**src/design/keypad_consts.svh**
```systemverilog
`ifndef KEYPAD_CONSTS_SVH
`define KEYPAD_CONSTS_SVH

// Key codes are {row, col}, both one-hot, R0 and C0 on the top bit
`define KP_KEY_NONE          8'b0000_0000 // No key pressed

`define KP_KEY_1             8'b1000_1000 // R0 C0, ignored
`define KP_KEY_2             8'b1000_0100 // R0 C1
`define KP_KEY_3             8'b1000_0010 // R0 C2
`define KP_KEY_A             8'b1000_0001 // R0 C3, ignored
`define KP_KEY_4             8'b0100_1000 // R1 C0
`define KP_KEY_5             8'b0100_0100 // R1 C1
`define KP_KEY_6             8'b0100_0010 // R1 C2
`define KP_KEY_B             8'b0100_0001 // R1 C3, ignored
`define KP_KEY_7             8'b0010_1000 // R2 C0, four letters
`define KP_KEY_8             8'b0010_0100 // R2 C1
`define KP_KEY_9             8'b0010_0010 // R2 C2, four letters
`define KP_KEY_GAME_END      8'b0010_0001 // R2 C3, key C
`define KP_KEY_SUBMIT_LETTER 8'b0001_1000 // R3 C0, star
`define KP_KEY_CLEAR         8'b0001_0100 // R3 C1, zero
`define KP_KEY_SUBMIT_WORD   8'b0001_0010 // R3 C2, hash
`define KP_KEY_D             8'b0001_0001 // R3 C3, ignored

// Word buffer depth
`define KP_MAX_LETTERS 8

// First upper-case letter
`define KP_ASCII_A 8'd65

`endif

```
**src/design/keypad_pkg.sv**
```systemverilog
`include "keypad_consts.svh"

package keypad_pkg;

  // One key code as seen on the matrix
  typedef struct packed {
    logic [3:0] row; // One-hot, R0 on bit 3
    logic [3:0] col; // One-hot, C0 on bit 3
  } key_t;

  // Tap FSM states
  // S0 to S3 count the taps on the current letter key
  typedef enum logic [2:0] {
    INIT = 3'd0,
    S0   = 3'd1,
    S1   = 3'd2,
    S2   = 3'd3,
    S3   = 3'd4,
    DONE = 3'd5  // Letter submitted
  } tap_state_t;

  // Completed word as handed out by the buffer
  typedef struct packed {
    logic [`KP_MAX_LETTERS-1:0][7:0] letters; // Letter 0 in element 0
    logic [3:0]                      len;     // Number of valid letters
    logic                            overflow; // Letters were dropped
  } word_t;

endpackage

```
**src/design/key_sync.sv**
```systemverilog
`timescale 1ns/100ps
`include "keypad_consts.svh"

module key_sync (
  input  logic             clk,
  input  logic             nRst,
  input  keypad_pkg::key_t key_in,  // Raw level from the keypad
  output logic             strobe,  // One cycle per new press
  output keypad_pkg::key_t cur_key  // Last pressed key, held
);

  keypad_pkg::key_t sync1; // First synchronizer stage
  keypad_pkg::key_t sync2; // Second stage, safe to use
  keypad_pkg::key_t prev;  // sync2 one cycle ago
  logic             press;

  // Press is the edge from no key to some key
  assign press = (sync2 != `KP_KEY_NONE) && (prev == `KP_KEY_NONE);

  always_ff @(posedge clk, negedge nRst) begin
    if (!nRst) begin
      sync1   <= `KP_KEY_NONE;
      sync2   <= `KP_KEY_NONE;
      prev    <= `KP_KEY_NONE;
      strobe  <= 1'b0;
      cur_key <= `KP_KEY_NONE;
    end else begin
      sync1  <= key_in;
      sync2  <= sync1;
      prev   <= sync2;
      strobe <= press; // Third edge after key_in changes
      if (press) begin
        cur_key <= sync2; // Held until the next press
      end
    end
  end

  // A strobe must always come with a real key for the FSM
  assert property (@(posedge clk) disable iff (!nRst)
    strobe |-> (cur_key != `KP_KEY_NONE))
    else $error("strobe with empty key code");

endmodule

```
**src/design/ascii_encoder.sv**
```systemverilog
`timescale 1ns/100ps
`include "keypad_consts.svh"

module ascii_encoder (
  input  logic [3:0]             row,
  input  logic [3:0]             col,
  input  keypad_pkg::tap_state_t state,
  output logic [7:0]             ascii_character // Zero if no letter
);

  logic [7:0] base;  // First letter of the key
  logic [2:0] count; // Letters on the key, zero for non-letter keys
  logic [2:0] tap;   // Tap index within the key

  // Letter groups of keys 2 to 9
  always_comb begin
    base  = 8'd0;
    count = 3'd0;
    case ({row, col})
      `KP_KEY_2: begin base = `KP_ASCII_A;          count = 3'd3; end // ABC
      `KP_KEY_3: begin base = `KP_ASCII_A + 8'd3;   count = 3'd3; end // DEF
      `KP_KEY_4: begin base = `KP_ASCII_A + 8'd6;   count = 3'd3; end // GHI
      `KP_KEY_5: begin base = `KP_ASCII_A + 8'd9;   count = 3'd3; end // JKL
      `KP_KEY_6: begin base = `KP_ASCII_A + 8'd12;  count = 3'd3; end // MNO
      `KP_KEY_7: begin base = `KP_ASCII_A + 8'd15;  count = 3'd4; end // PQRS
      `KP_KEY_8: begin base = `KP_ASCII_A + 8'd19;  count = 3'd3; end // TUV
      `KP_KEY_9: begin base = `KP_ASCII_A + 8'd22;  count = 3'd4; end // WXYZ
      default: begin
        base  = 8'd0;
        count = 3'd0;
      end
    endcase
  end

  // Tap index, INIT and DONE map past every key
  always_comb begin
    case (state)
      keypad_pkg::S0: tap = 3'd0;
      keypad_pkg::S1: tap = 3'd1;
      keypad_pkg::S2: tap = 3'd2;
      keypad_pkg::S3: tap = 3'd3;
      default:        tap = 3'd7;
    endcase
  end

  assign ascii_character = (tap < count) ? (base + {5'd0, tap}) : 8'd0;

endmodule

```
**src/design/keypad_fsm.sv**
```systemverilog
`timescale 1ns/100ps
`include "keypad_consts.svh"

module keypad_fsm (
  input  logic             clk,
  input  logic             nRst,
  input  logic             strobe,
  input  keypad_pkg::key_t cur_key,
  output logic             ready,       // Letter submitted, one cycle
  output logic             game_end,    // Key C pressed
  output logic             word_submit, // Hash pressed
  output logic [7:0]       data         // Letter being selected
);

  keypad_pkg::tap_state_t state, next_state;
  keypad_pkg::key_t       prev_key; // Last letter key pressed
  logic [7:0]             next_data;
  logic [7:0]             enc_char; // Letter for next_state
  logic                   ignored;
  logic                   stop_key;   // Clear or game end
  logic                   letter_key; // Keys 2 to 9
  logic                   repeat_key; // Same letter key while tapping

  // Encoder looks at the state being entered
  ascii_encoder encoder_i (
    .row            (cur_key.row),
    .col            (cur_key.col),
    .state          (next_state),
    .ascii_character(enc_char)
  );

  // Key classes
  always_comb begin
    ignored = (cur_key == `KP_KEY_1) || (cur_key == `KP_KEY_A) ||
              (cur_key == `KP_KEY_B) || (cur_key == `KP_KEY_D) ||
              (cur_key == `KP_KEY_SUBMIT_WORD); // Hash goes straight to the buffer
    stop_key = (cur_key == `KP_KEY_CLEAR) || (cur_key == `KP_KEY_GAME_END);
    letter_key = !ignored && !stop_key && (cur_key != `KP_KEY_SUBMIT_LETTER);
    repeat_key = (cur_key == prev_key) &&
                 (state inside {keypad_pkg::S0, keypad_pkg::S1,
                                keypad_pkg::S2, keypad_pkg::S3});
  end

  assign game_end    = strobe && (cur_key == `KP_KEY_GAME_END);
  assign word_submit = strobe && (cur_key == `KP_KEY_SUBMIT_WORD);

  // Next state
  always_comb begin
    next_state = state; // Hold without a valid press
    if (strobe && !ignored) begin
      if (stop_key) begin
        next_state = keypad_pkg::INIT;
      end else if (cur_key == `KP_KEY_SUBMIT_LETTER) begin
        // Star only submits while a letter is selected, DONE drops to INIT
        if (state == keypad_pkg::INIT || state == keypad_pkg::DONE)
          next_state = keypad_pkg::INIT;
        else
          next_state = keypad_pkg::DONE;
      end else if (repeat_key) begin
        case (state)
          keypad_pkg::S0: next_state = keypad_pkg::S1;
          keypad_pkg::S1: next_state = keypad_pkg::S2;
          keypad_pkg::S2: begin
            if ((cur_key == `KP_KEY_7) || (cur_key == `KP_KEY_9))
              next_state = keypad_pkg::S3; // Fourth letter on 7 and 9
            else
              next_state = keypad_pkg::S0; // Wrap
          end
          default: next_state = keypad_pkg::S0; // S3 wraps
        endcase
      end else begin
        next_state = keypad_pkg::S0; // New key, or first press after INIT/DONE
      end
    end
  end

  // Next preview
  always_comb begin
    next_data = data;
    if (strobe && !ignored) begin
      if (stop_key)
        next_data = 8'd0;
      else if (letter_key)
        next_data = enc_char;
    end
  end

  always_ff @(posedge clk, negedge nRst) begin
    if (!nRst) begin
      state    <= keypad_pkg::INIT;
      data     <= 8'd0;
      ready    <= 1'b0;
      prev_key <= `KP_KEY_NONE;
    end else begin
      state <= next_state;
      data  <= next_data;
      ready <= (next_state == keypad_pkg::DONE) && (state != keypad_pkg::DONE); // Entry only
      if (strobe && letter_key) begin
        prev_key <= cur_key; // Ignored keys do not break a tap run
      end
    end
  end

  // Submit and game end come from separate presses
  assert property (@(posedge clk) disable iff (!nRst) !(ready && game_end))
    else $error("ready and game_end in the same cycle");

  assert property (@(posedge clk) disable iff (!nRst)
    state inside {keypad_pkg::INIT, keypad_pkg::S0, keypad_pkg::S1,
                  keypad_pkg::S2, keypad_pkg::S3, keypad_pkg::DONE})
    else $error("illegal tap state encoding");

endmodule

```
**src/design/word_buffer.sv**
```systemverilog
`timescale 1ns/100ps
`include "keypad_consts.svh"

module word_buffer (
  input  logic              clk,
  input  logic              nRst,
  input  logic              ready,       // Letter submitted
  input  logic              word_submit, // Emit the word
  input  logic              game_end,
  input  logic [7:0]        data,        // Submitted letter
  output logic              letter_valid,
  output logic              word_valid,
  output logic              game_over,   // Sticky until reset
  output logic [7:0]        letter,
  output keypad_pkg::word_t word
);

  localparam int IDX_W = $clog2(`KP_MAX_LETTERS);

  keypad_pkg::word_t acc; // Word under construction

  always_ff @(posedge clk, negedge nRst) begin
    if (!nRst) begin
      letter_valid <= 1'b0;
      word_valid   <= 1'b0;
      game_over    <= 1'b0;
      letter       <= 8'd0;
      word         <= '0;
      acc          <= '0;
    end else begin
      letter_valid <= 1'b0;
      word_valid   <= 1'b0;
      if (!game_over) begin // Nothing gets through after game end
        if (game_end) begin
          game_over <= 1'b1;
          acc       <= '0;
        end else if (ready) begin
          letter_valid <= 1'b1;
          letter       <= data; // Echo every letter, kept or not
          if (acc.len < `KP_MAX_LETTERS) begin
            acc.letters[acc.len[IDX_W-1:0]] <= data;
            acc.len                         <= acc.len + 4'd1;
          end else begin
            acc.overflow <= 1'b1; // Letter dropped
          end
        end else if (word_submit && (acc.len != 4'd0)) begin
          // Empty submit is dropped
          word_valid <= 1'b1;
          word       <= acc;
          acc        <= '0;
        end
      end
    end
  end

  // Length stays within the letter array
  assert property (@(posedge clk) disable iff (!nRst) acc.len <= `KP_MAX_LETTERS)
    else $error("word length past buffer depth");

endmodule

```
**src/design/keypad_top.sv**
```systemverilog
`timescale 1ns/100ps

module keypad_top (
  input  logic              clk,
  input  logic              nRst,
  input  keypad_pkg::key_t  key_in,       // Raw keypad code
  output logic [7:0]        preview,      // Letter being selected
  output logic [7:0]        letter,
  output logic              letter_valid,
  output logic              word_valid,
  output logic              game_over,
  output keypad_pkg::word_t word
);

  logic             strobe;
  keypad_pkg::key_t cur_key;
  logic             ready;
  logic             word_submit;
  logic             game_end;

  // Input side
  key_sync sync_i (
    .clk    (clk),
    .nRst   (nRst),
    .key_in (key_in),
    .strobe (strobe),
    .cur_key(cur_key)
  );

  // Tap FSM, its letter register doubles as the preview
  keypad_fsm fsm_i (
    .clk        (clk),
    .nRst       (nRst),
    .strobe     (strobe),
    .cur_key    (cur_key),
    .ready      (ready),
    .game_end   (game_end),
    .word_submit(word_submit),
    .data       (preview)
  );

  // Output side
  word_buffer buffer_i (
    .clk         (clk),
    .nRst        (nRst),
    .ready       (ready),
    .word_submit (word_submit),
    .game_end    (game_end),
    .data        (preview),
    .letter_valid(letter_valid),
    .word_valid  (word_valid),
    .game_over   (game_over),
    .letter      (letter),
    .word        (word)
  );

endmodule

```
**config.mk**
```make
export PLATFORM = sky130hd
export DESIGN_NAME = keypad_top
export DESIGN_NICKNAME = d
export VERILOG_FILES = /design/src/design/keypad_pkg.sv /design/src/design/key_sync.sv /design/src/design/ascii_encoder.sv /design/src/design/keypad_fsm.sv /design/src/design/word_buffer.sv /design/src/design/keypad_top.sv
export VERILOG_INCLUDE_DIRS = /design/src /design/src/design
export SDC_FILE = /design/constraint.sdc
export NUM_CORES = 1
export LEC_CHECK = 0
export BUFFER_PORTS_ARGS = -buffer_cell sky130_fd_sc_hd__buf_2
export CAP_MARGIN = 10
export CELL_PAD_IN_SITES_DETAIL_PLACEMENT = 1
export CELL_PAD_IN_SITES_GLOBAL_PLACEMENT = 1
export CORE_MARGIN = 4
export CORE_UTILIZATION = 45
export DETAILED_ROUTE_END_ITERATION = 8
export GPL_TIMING_DRIVEN = 0
export PLACE_DENSITY = 0.88
export SLEW_MARGIN = 15
export SYNTH_ARGS = -nofsm -noshare
export SYNTH_HDL_FRONTEND = slang
export SYNTH_SLANG_ARGS = --single-unit
```
**constraint.sdc**
```tcl
create_clock -name clk -period 3.7 [get_ports clk]
set_input_delay 0.555 -clock clk [delete_from_list [all_inputs] [get_ports clk]]
set_output_delay 0.555 -clock clk [all_outputs]
set_load 0.05 [all_outputs]
```
**Word-level counts from Yosys, hierarchy flattened**

Cells that the tools add are included.

- Output and inout bits: 88
- Flip-flop bits (word level): 202
- Logic and storage cells: 142

- Order comparisons: 4
- $add $sub $neg: 2
- Equality and inequality tests: 31
- Bitwise gates (word level): 3
- Reductions and logical operators: 34
- Muxes and demuxes: 30

Operator list:

| operator | number |
|---|---|
| $mux 69 | 3 |
| $mux 68 | 1 |
| $bwmux 64 | 1 |
| $pmux 7 s8 | 1 |
| $eq 8x5->1 const B | 4 |
| $eq 8x6->1 const B | 4 |
| $eq 8x7->1 const B | 4 |
| $eq 8x8->1 const B | 4 |
| $mux 8 | 4 |
| $demux 8 s3 | 1 |
| $mux 3 | 6 |
| $eq 3x2->1 const B | 4 |
| $eq 3x3->1 const B | 4 |
| $pmux 3 s4 | 1 |
| $logic_and 1x1->1 | 11 |
| $mux 1 | 10 |
| $pmux 3 s3 | 1 |
| $reduce_and 3->1 | 3 |
| $add 8x3->8 | 1 |
| $eq 8x8->1 | 1 |
| $logic_not 8->1 | 1 |
| $ne 8x5->1 const B | 1 |
| $reduce_bool 4->1 | 2 |
| $reduce_bool 8->1 | 1 |
| other kinds (20) | 30 |

**Logic depth before layout (Yosys ltp)**

Gate-level depths: netlist of the first run.

- Depth after elaboration: 14
- Depth in mapped cells: 15
- Mapped depth without buffers: 14

**Cells and area by module**

Synthesis of the first run repeated with hierarchy kept, for this count alone.

- Cell total of the unflattened synthesis: 725
- Area, all modules: 8,981.1 um^2

Modules (own cells, without submodules):

| module | area an instance (um^2) | cells an instance | instances |
|---|---|---|---|
| word_buffer | 6,286.0 | 489 | 1 |
| keypad_fsm | 1,244.9 | 127 | 1 |
| key_sync | 972.2 | 47 | 1 |
| ascii_encoder | 478.0 | 62 | 1 |

**Worst setup path before layout of the first run**

OpenSTA, ideal clock, no wires.

- Path type: reg-to-reg
- From: register sync_i.cur_key[5] (netlist name)
- To: register fsm_i.data[4]
- Buffers on the path: 1
- Arrival: 3.126 ns
- Period minus slack after synthesis: 3.247 ns
- Stages on the path, launching flop included: 15
- Slack: 0.453 ns
- Setup time: 0.121 ns
- Cell sequence: dfrtp_1 > buf_6 > or4b_4 > or4_4 > o211ai_4 > a31oi_1 > o21ai_2 > xor2_1 > nand2_1 > fa_1 > a21oi_1 > o21ai_0 > nand2_1 > o21ai_0 > a22o_1

- Word-level cells in the longest chain between the ends: 14
- Elaborated cells between the ends (all ways): 52

Ends and longest elaborated chain:

| item | line | source |
|---|---|---|
| $eq 8x8->1 (no source line) | -- |  |
| $logic_or 1x1->1 (4 in a row) | keypad_fsm.sv:34 | `` ignored = (cur_key == `KP_KEY_1) \|\| (cur_key == `KP_KEY_A) \|\| `` |
| $logic_not 1->1 | keypad_fsm.sv:50 | `if (strobe && !ignored) begin` |
| $logic_and 1x1->1 | keypad_fsm.sv:50 |  |
| $mux 3 * | keypad_fsm.sv:50 |  |
| via fsm_i.encoder_i.state[1] | ascii_encoder.sv:7 | `input keypad_pkg::tap_state_t state,` |
| $eq 3x3->1, or another cell as far along | ascii_encoder.sv:37 | `case (state)` |
| $pmux 3 s4 * | ascii_encoder.sv:37 |  |
| $add 8x3->8 / $lt 3x3->1 (equally long branches) | ascii_encoder.sv:46 | `assign ascii_character = (tap < count) ? (base + {5'd0, tap}) : 8'd0;` |
| $mux 8 * | ascii_encoder.sv:46 |  |
| $mux 8 * | keypad_fsm.sv:83 | `else if (letter_key)` |
| $mux 8 * | keypad_fsm.sv:81 | `if (stop_key)` |
| end signal, assigned | keypad_fsm.sv:96 | `data <= next_data;` |
| end, declared | keypad_fsm.sv:12 | `output logic [7:0] data` |

Mark *: on every way through the listed nets, which the timed path passes. The rest lies on a longest branch. The select of a mux whose other input is x is not followed.
A chain may end at the register's enable or synchronous reset.

**Final worst setup path of the first run**

- From: register sync_i.cur_key[6] (netlist name)
- To: register fsm_i.data[3]

- Word-level cells in the longest chain between the ends: 14
- Elaborated cells between the ends (all ways): 52

Ends and longest elaborated chain:

| item | line |
|---|---|
| $eq 8x6->1 (no source line) / $eq 8x8->1 (equally long branches) | -- |
| $logic_or 1x1->1 (on tied branches) | keypad_fsm.sv:64, keypad_fsm.sv:34 |
| $mux 3 / $logic_or 1x1->1 (equally long branches) | keypad_fsm.sv:64, keypad_fsm.sv:34 |
| $pmux 3 s3 / $logic_or 1x1->1 (equally long branches) | keypad_fsm.sv:60, keypad_fsm.sv:34 |
| $mux 3 / $logic_or 1x1->1 (equally long branches) | keypad_fsm.sv:59, keypad_fsm.sv:34 |
| $mux 3 / $logic_not 1->1 (equally long branches) | keypad_fsm.sv:53, keypad_fsm.sv:50 |
| $mux 3 / $logic_and 1x1->1 (equally long branches) | keypad_fsm.sv:51, keypad_fsm.sv:50 |
| $mux 3 * | keypad_fsm.sv:50 |
| via fsm_i.encoder_i.state[0] | ascii_encoder.sv:7 |
| $eq 3x3->1, or another cell as far along | ascii_encoder.sv:37 |
| $pmux 3 s4 * | ascii_encoder.sv:37 |
| $add 8x3->8 / $lt 3x3->1 (equally long branches) | ascii_encoder.sv:46 |
| $mux 8 * | ascii_encoder.sv:46 |
| $mux 8 * | keypad_fsm.sv:83 |
| $mux 8 * | keypad_fsm.sv:81 |

Marks and branches as above.

==> flow_metrics.tcl, run 1 <==
set metrics [dict create \
    period_share_pct 95.25 \
    synthTopCellsByArea "dfrtp_1, nand2_1, a22o_1" \
    grt_pass1_vias 5946 \
    design.die.area_sq_mm 0.01880 \
    clockPowerShare_pct 40.1 \
    start_util_pct 46.54 \
    ff2ff_setup_slack_ns 0.18 \
    crit_type "reg -> reg" \
    ys_ff_latch 184 \
    cts-htree-levels 4 \
    io_buffers 87 \
    critPathMostFrequentCell "xor2_1" \
    row_count 46 \
    finalSetupTns_ns 0 \
    syn_to_final_growth_pct 18.99 \
    max-cap-violations 0 \
    vias 5587 \
    num_io_pins 98 \
    clkTransAtPathRegs_ns 0.07 \
    critPathArrivalTime_ns 3.85 \
    drive_gt1_share_pct 24.00 \
    fin_crit_ns 3.524 \
    vdd_ir_drop_max_mv 0.3353 \
    swShare_pct 27.09 \
    ys_async_sr_fraction_pct 100.0 \
    hp-class "in -> async" \
    antenna_found_initial 0 \
    fillers 1796 \
    drtIter0Drc 337 \
    status "finished clean" \
    synth_edf_count 0 \
    cp-start-kind "flip-flop" \
    synthXorXnorAreaFrac_pct 1.635 \
    dp_hpwl_mm 12.99 \
    coreArea_sq_mm 0.01612 \
    routedWlPerCell_um 18.50 \
    syn_area_sq_mm 0.007500 \
    synth_ff_type "dfrtp_1" \
    clockBufferDepth 2 \
    drt.antenna.violating_nets 0 \
    p_sw_uw 1194 \
    relSlewSlack_pct 41.78 \
    grt_max_degree 107 \
    stdcell_area_sq_mm 0.008924 \
    worst_path_dominant_cell_family "simple AND/OR/NAND/NOR gates" \
    ys_seq_area_share_pct 61.39 \
    n_antenna_cell 0 \
    ff_latch_area_sq_mm 0.004604 \
    synth_warnings 0 \
    cts_tree "built" \
    cpPeakStageDelay_ns 0.56 \
    setup_viol 0 \
    rr_worst_depth 14 \
    fin_nets 830 \
    root_buffer "clkbuf_16" \
    endpoint_kind "flip-flop" \
    grt_usage_pct 21.57 \
    fp.dieW_um 137.1 \
    power_density_mw_per_mm2 494.0 \
    synth-adder-area-share_pct 1.435 \
    cts_buffers 17 \
    clock_sinks 184 \
    grt_overflow 0 \
    finClkSkew_ns 0.01010 \
    cts.hold.buffers_added 0 \
    routed_via_density 5.367 \
    critPathMaxFanout 9 \
    fmax_mhz 283.7 \
    postPlaceCellArea_sq_mm 0.008277 \
    synth_top_area_share_pct 61.39 \
    drc_errors 0 \
    multi_input_area_sq_mm 0.002673 \
    synth_largest_area_cell "dfrtp_1" \
    p_total_uw 4408 \
    grt_pass1_wl_mm 31.30 \
    synthCells 691 \
    cp.required_ns 4.02 \
    firstDrtPassIters 4 \
    fp.dieH_um 137.1 \
    synth.avg_cell_area_sq_um 10.85 \
    synth_cell_types 55 \
    synthMuxAreaShare_pct 3.153 \
    p_leak_uw 0.004600 \
    r2r_start "sync_i.cur_key[6]" \
    synth-compound-area-share_pct 11.53 \
    internal_power_uw 3214 \
    hold_violations 0 \
    yosys.area_share.simple_pct 16.90 \
    tightest_slew_ns 0.8733 \
    finalMaxSlewViolations 0 \
    worstSkewPairLatency_ns 0.44 \
    wl_mm 19.26 \
    worstPathCellList "buf_2 > or4b_4 > buf_4 > or2_2 > nand3b_1 > o31ai_1 > o21ai_2 > xor2_1 > nand2_2 > ha_1 > a21o_1 > a21oi_1 > xor2_1 > a22o_1" \
    gp_congestion 0.8861 \
    synth_top_family_by_area "simple AND/OR/NAND/NOR gates" \
    fin_util_pct 55.37 \
    worst-path-buf-inv 2 \
    combPwrFrac_pct 12.1 \
    slowest_stage "or4b_4" \
    rr_endpoint "fsm_i.data[3]" \
    seqPwrFrac_pct 47.8 \
]
cell usage after synthesis (8+ instances only):
master	n
nand2_1	219
dfrtp_1	184
a22o_1	41
o21ai_0	36
mux2_2	21
nor2_1	19
clkbuf_1	13
a21oi_1	12
o21ai_1	12
buf_4	11
buf_2	10
nand2b_1	10
xnor2_1	10
inv_1	9
nand3_1	8
flip-flops by register name, summed over array words and instances, names as in the netlist:
| register | count |
|---|---|
| sync_i.prev | 8 |
| buffer_i.word_valid | 1 |
| fsm_i.ready | 1 |
| fsm_i.data | 7 |
| fsm_i.state | 3 |
| buffer_i.word | 61 |
| buffer_i.game_over | 1 |
| sync_i.cur_key | 8 |
| sync_i.sync1 | 8 |
| buffer_i.acc | 61 |
| sync_i.sync2 | 8 |
| buffer_i.letter | 7 |
| sync_i.strobe | 1 |
| buffer_i.letter_valid | 1 |
| fsm_i.prev_key | 8 |
worst max path at each step:
stage / from / end / slack [ns] / cells after the start
2_1_floorplan: sync_i.cur_key[5] / fsm_i.data[4] / 0.45 / 14
4_1_cts: sync_i.cur_key[5] / fsm_i.data[4] / 0.11 / 14
3_3_place_gp: nRst / buffer_i.word[33] / -0.81 / 1
5_1_grt: sync_i.cur_key[6] / fsm_i.data[4] / -0.04 / 15
6_report: sync_i.cur_key[6] / fsm_i.data[3] / 0.18 / 14
3_5_place_dp: sync_i.cur_key[5] / fsm_i.data[4] / 0.12 / 14
final cells by class:
class,count,share of cell area (%)
sequential,184,51.60
multi-input combinational,466,29.95
timing repair buffer,93,5.721
clock buffer,19,5.076
tap,216,3.029
buffer,41,2.902
clock inverter,13,1.346
inverter,9,0.3786
per-layer routing:
metal  vias up  share of wire [%]  track usage (%)
li1       2561                  -                -
met1      2829                 41            27.06
met2       146                 50            35.72
met3        51                5.1            4.816
met4         0                3.1            9.812
met5         -                  0                0
kinds of logic (layout without fill, tap and decap cells):
logic type      after synthesis  after routing
flops                       184            184
xor+xnor                     14             14
fa+ha+maj                     8              8
simple gates                291            291
mux                          21             21
other cells                   1             10
compound gates              122            122
buf+inv                      50            175
power groups by stage:
stage | clock network [uW] | registers (uW) | logic [uW]
2_1_floorplan | 0 | 2140 | 346
3_3_place_gp | 0 | 2140 | 476
3_5_place_dp | 0 | 2150 | 506
4_1_cts | 1800 | 2110 | 511
5_1_grt | 1890 | 2110 | 592
6_report | 1770 | 2110 | 533
through the flow:
stage / hold slack [ns] / setup WS, ns / std cells
6_report: 0.07703 / 0.1757 / 1041
4_1_cts: 0.1071 / 0.1141 / 1036
5_1_grt: 0.1246 / -0.04352 / 1041
3_3_place_gp: 0.3321 / -0.8149 / 1003
2_1_floorplan: 0.2594 / 0.4527 / 700
3_5_place_dp: 0.3378 / 0.1245 / 1004
repair_timing:
action                     4_1_cts  5_1_grt
resized for setup                0        8
setup endpoints to repair        0        2
buffers inserted                 0        5
layout by cell type, fill, tap and decap left out, types with 2 or more instances in the layout:
| cell | n |
|---|---|
| clkinv_2 | 3 |
| clkinv_4 | 3 |
| clkbuf_8 | 2 |
| nor4_1 | 6 |
| o21ai_1 | 12 |
| xnor2_1 | 9 |
| conb_1 | 10 |
| buf_6 | 6 |
| inv_1 | 9 |
| or4b_1 | 2 |
| nand2_1 | 218 |
| a2111o_1 | 2 |
| or4b_2 | 3 |
| nor2b_1 | 2 |
| a21oi_1 | 12 |
| clkinvlp_4 | 3 |
| buf_4 | 16 |
| o21ai_0 | 36 |
| nor3_1 | 6 |
| ha_1 | 6 |
| nor4b_2 | 3 |
| buf_2 | 96 |
| a22o_1 | 41 |
| nand2b_1 | 10 |
| a31oi_1 | 2 |
| or4b_4 | 2 |
| mux2_2 | 21 |
| inv_6 | 3 |
| xor2_1 | 4 |
| nor2_1 | 19 |
| clkbuf_1 | 13 |
| dfrtp_1 | 184 |
| o21ai_2 | 3 |
| nand3_1 | 8 |
| clkbuf_16 | 17 |
(Power assumes the default switching activity.)
==> run 2, diff against run 1 <==
--- a/config.mk
+++ b/config.mk
@@ -14,7 +14,7 @@
 export CORE_UTILIZATION = 45
 export DETAILED_ROUTE_END_ITERATION = 8
 export GPL_TIMING_DRIVEN = 0
-export PLACE_DENSITY = 0.88
+export PLACE_DENSITY = 0.89
 export SLEW_MARGIN = 15
 export SYNTH_ARGS = -nofsm -noshare
 export SYNTH_HDL_FRONTEND = slang
==> flow_metrics.tcl, run 2 (same netlist as run 1, synthesis figures left out) <==
set metrics [dict create \
    status "finished clean" \
    grt_max_degree 104 \
    max-cap-violations 0 \
    firstDrtPassIters 4 \
    combPwrFrac_pct 11.7 \
    start_util_pct 46.54 \
    antenna_found_initial 0 \
    fin_nets 831 \
    seqPwrFrac_pct 46.9 \
    swShare_pct 25.76 \
    fin_cells 1041 \
    worst_slack_ns 0.1601 \
    finClkSkew_ns 0.01146 \
    period_share_pct 95.67 \
    endpoint_kind "flip-flop" \
    cts_tree "built" \
    row_count 46 \
    finalMaxSlewViolations 0 \
    hp-class "in -> async" \
    dp_cells 1004 \
    setup_viol 0 \
    drt.antenna.violating_nets 0 \
    coreArea_sq_mm 0.01612 \
    wl_mm 19.27 \
    design.die.area_sq_mm 0.01880 \
    wl_met2_mm 9.924 \
    p_sw_uw 1159 \
    place_ws_ns 0.05496 \
    routed_via_density 5.384 \
    met3WireLength_um 986 \
    hold_violations 0 \
    gp_congestion 0.8451 \
    fp.dieH_um 137.1 \
    drtIter0Drc 271 \
    vdd_ir_drop_max_mv 0.3383 \
    worst-path-buf-inv 1 \
    internal_power_uw 3341 \
    grt_pass1_vias 5838 \
    grt_usage_pct 21.38 \
    root_buffer "clkbuf_16" \
    clockPowerShare_pct 41.5 \
    top_layer "met4" \
    final_common_cell "nand2_1" \
    m1WireLength_mm 7.929 \
    reg.largest.list "buffer_i.acc: 61 flops, buffer_i.word: 61 flops" \
    fp.dieW_um 137.1 \
    grt_pass1_wl_mm 30.93 \
    dp_hpwl_mm 12.67 \
    drc_errors 0 \
    worstPathCellList "buf_2 > or4b_4 > or4_4 > o211ai_4 > nor2_1 > o22ai_2 > nand2_1 > ha_2 > fa_2 > a21oi_2 > o21ai_0 > nand2_1 > o21ai_1 > a22o_1" \
    io_buffers 87 \
    worst_path_dominant_cell_family "simple AND/OR/NAND/NOR gates" \
    relSlewSlack_pct 40.01 \
    drive_gt1_share_pct 23.64 \
    power_density_mw_per_mm2 502.8 \
    tightest_slew_ns 0.8873 \
    ff2ff_setup_slack_ns 0.16 \
    fillers 1784 \
    slowest_stage "or4b_4" \
    cts-htree-levels 4 \
    vias 5605 \
    p_leak_uw 0.004640 \
    fin_crit_ns 3.540 \
    fmax_mhz 282.5 \
    clockBufferDepth 2 \
    cts_buffers 17 \
    cts.hold.buffers_added 0 \
    worstSkewPairLatency_ns 0.43 \
    num_io_pins 98 \
    critPathMaxFanout 9 \
    mostFrequentLayoutCells "nand2_1, dfrtp_1, buf_2" \
    n_antenna_cell 0 \
    grt_overflow 0 \
    critPathArrivalTime_ns 3.85 \
    syn_to_final_growth_pct 19.34 \
    cp.required_ns 4.01 \
    routedWlPerCell_um 18.51 \
    crit_type "reg -> reg" \
    critPathMostFrequentCell "nand2_1" \
    cp-start-kind "flip-flop" \
    clock_sinks 184 \
    clkTransAtPathRegs_ns 0.06 \
    cpPeakStageDelay_ns 0.57 \
]
-- run 2: repair_timing --
item                                    CTS  global route
pin swaps                                 3             5
endpoints found under the setup margin    1             1
setup buffers                             1             5
resized for setup                         2             6
-- run 2: cell type report --
class                      instances  area (sq um)  share of cell area, %
sequential                       184          4604                  51.45
clock buffer                      21         460.4                  5.145
buffer                            41         259.0                  2.894
timing repair buffer              94         518.0                  5.788
multi-input combinational        466          2663                  29.75
inverter                           9         33.78                 0.3775
tap                              216         270.3                  3.020
clock inverter                    10         141.4                  1.580
-- run 2: power by group through the flow --
stage	logic, uW	registers (uW)	clock network (uW)
after global placement	476	2140	0
after CTS	513	2110	1890
after floorplan	346	2140	0
after global routing	575	2110	1980
final	526	2110	1870
after detailed placement	497	2150	0
-- run 2: final timing paths --
kind                            cells after the start         startpoint           endpoint
max in group asynchronous                           2               nRst     fsm_i.state[0]
worst max register to register                     14  sync_i.cur_key[6]      fsm_i.data[4]
worst min-delay path                                1               nRst  buffer_i.word[48]
min in group clk                                    1          key_in[5]    sync_i.sync1[5]
worst max-delay path                               14  sync_i.cur_key[6]      fsm_i.data[4]
worst min register to register                      0    sync_i.sync1[4]    sync_i.sync2[4]
-- run 2: metal layers --
metal / vias to the layer above / track usage, %
met4: 0 / 8.259
li1: 2572 / -
met2: 154 / 36.46
met5: - / 0
met1: 2836 / 26.94
met3: 43 / 4.154
-- run 2: worst register-to-register path, cell delays in order (launching register included) --
cell and delay (ns):
dfrtp_1 0.36, buf_2 0.17, or4b_4 0.57, or4_4 0.51, o211ai_4 0.15, nor2_1 0.11
o22ai_2 0.23, nand2_1 0.11, ha_2 0.23, fa_2 0.37, a21oi_2 0.15, o21ai_0 0.12
nand2_1 0.09, o21ai_1 0.07, a22o_1 0.18
-- run 2: through the flow --
stage          hold slack [ns]  utilization, %  cell area [sq um]  setup TNS [ns]  total power (uW)
2_1_floorplan           0.2594               -               7533               0              2488
3_3_place_gp            0.3312           51.13               8239         -141.90              2615
3_5_place_dp            0.3363           51.36               8277               0              2642
4_1_cts                 0.1898           55.19               8895               0              4509
5_1_grt                 0.2085           55.54               8950        -0.01600              4665
6_report                0.1498           55.54               8950               0              4500
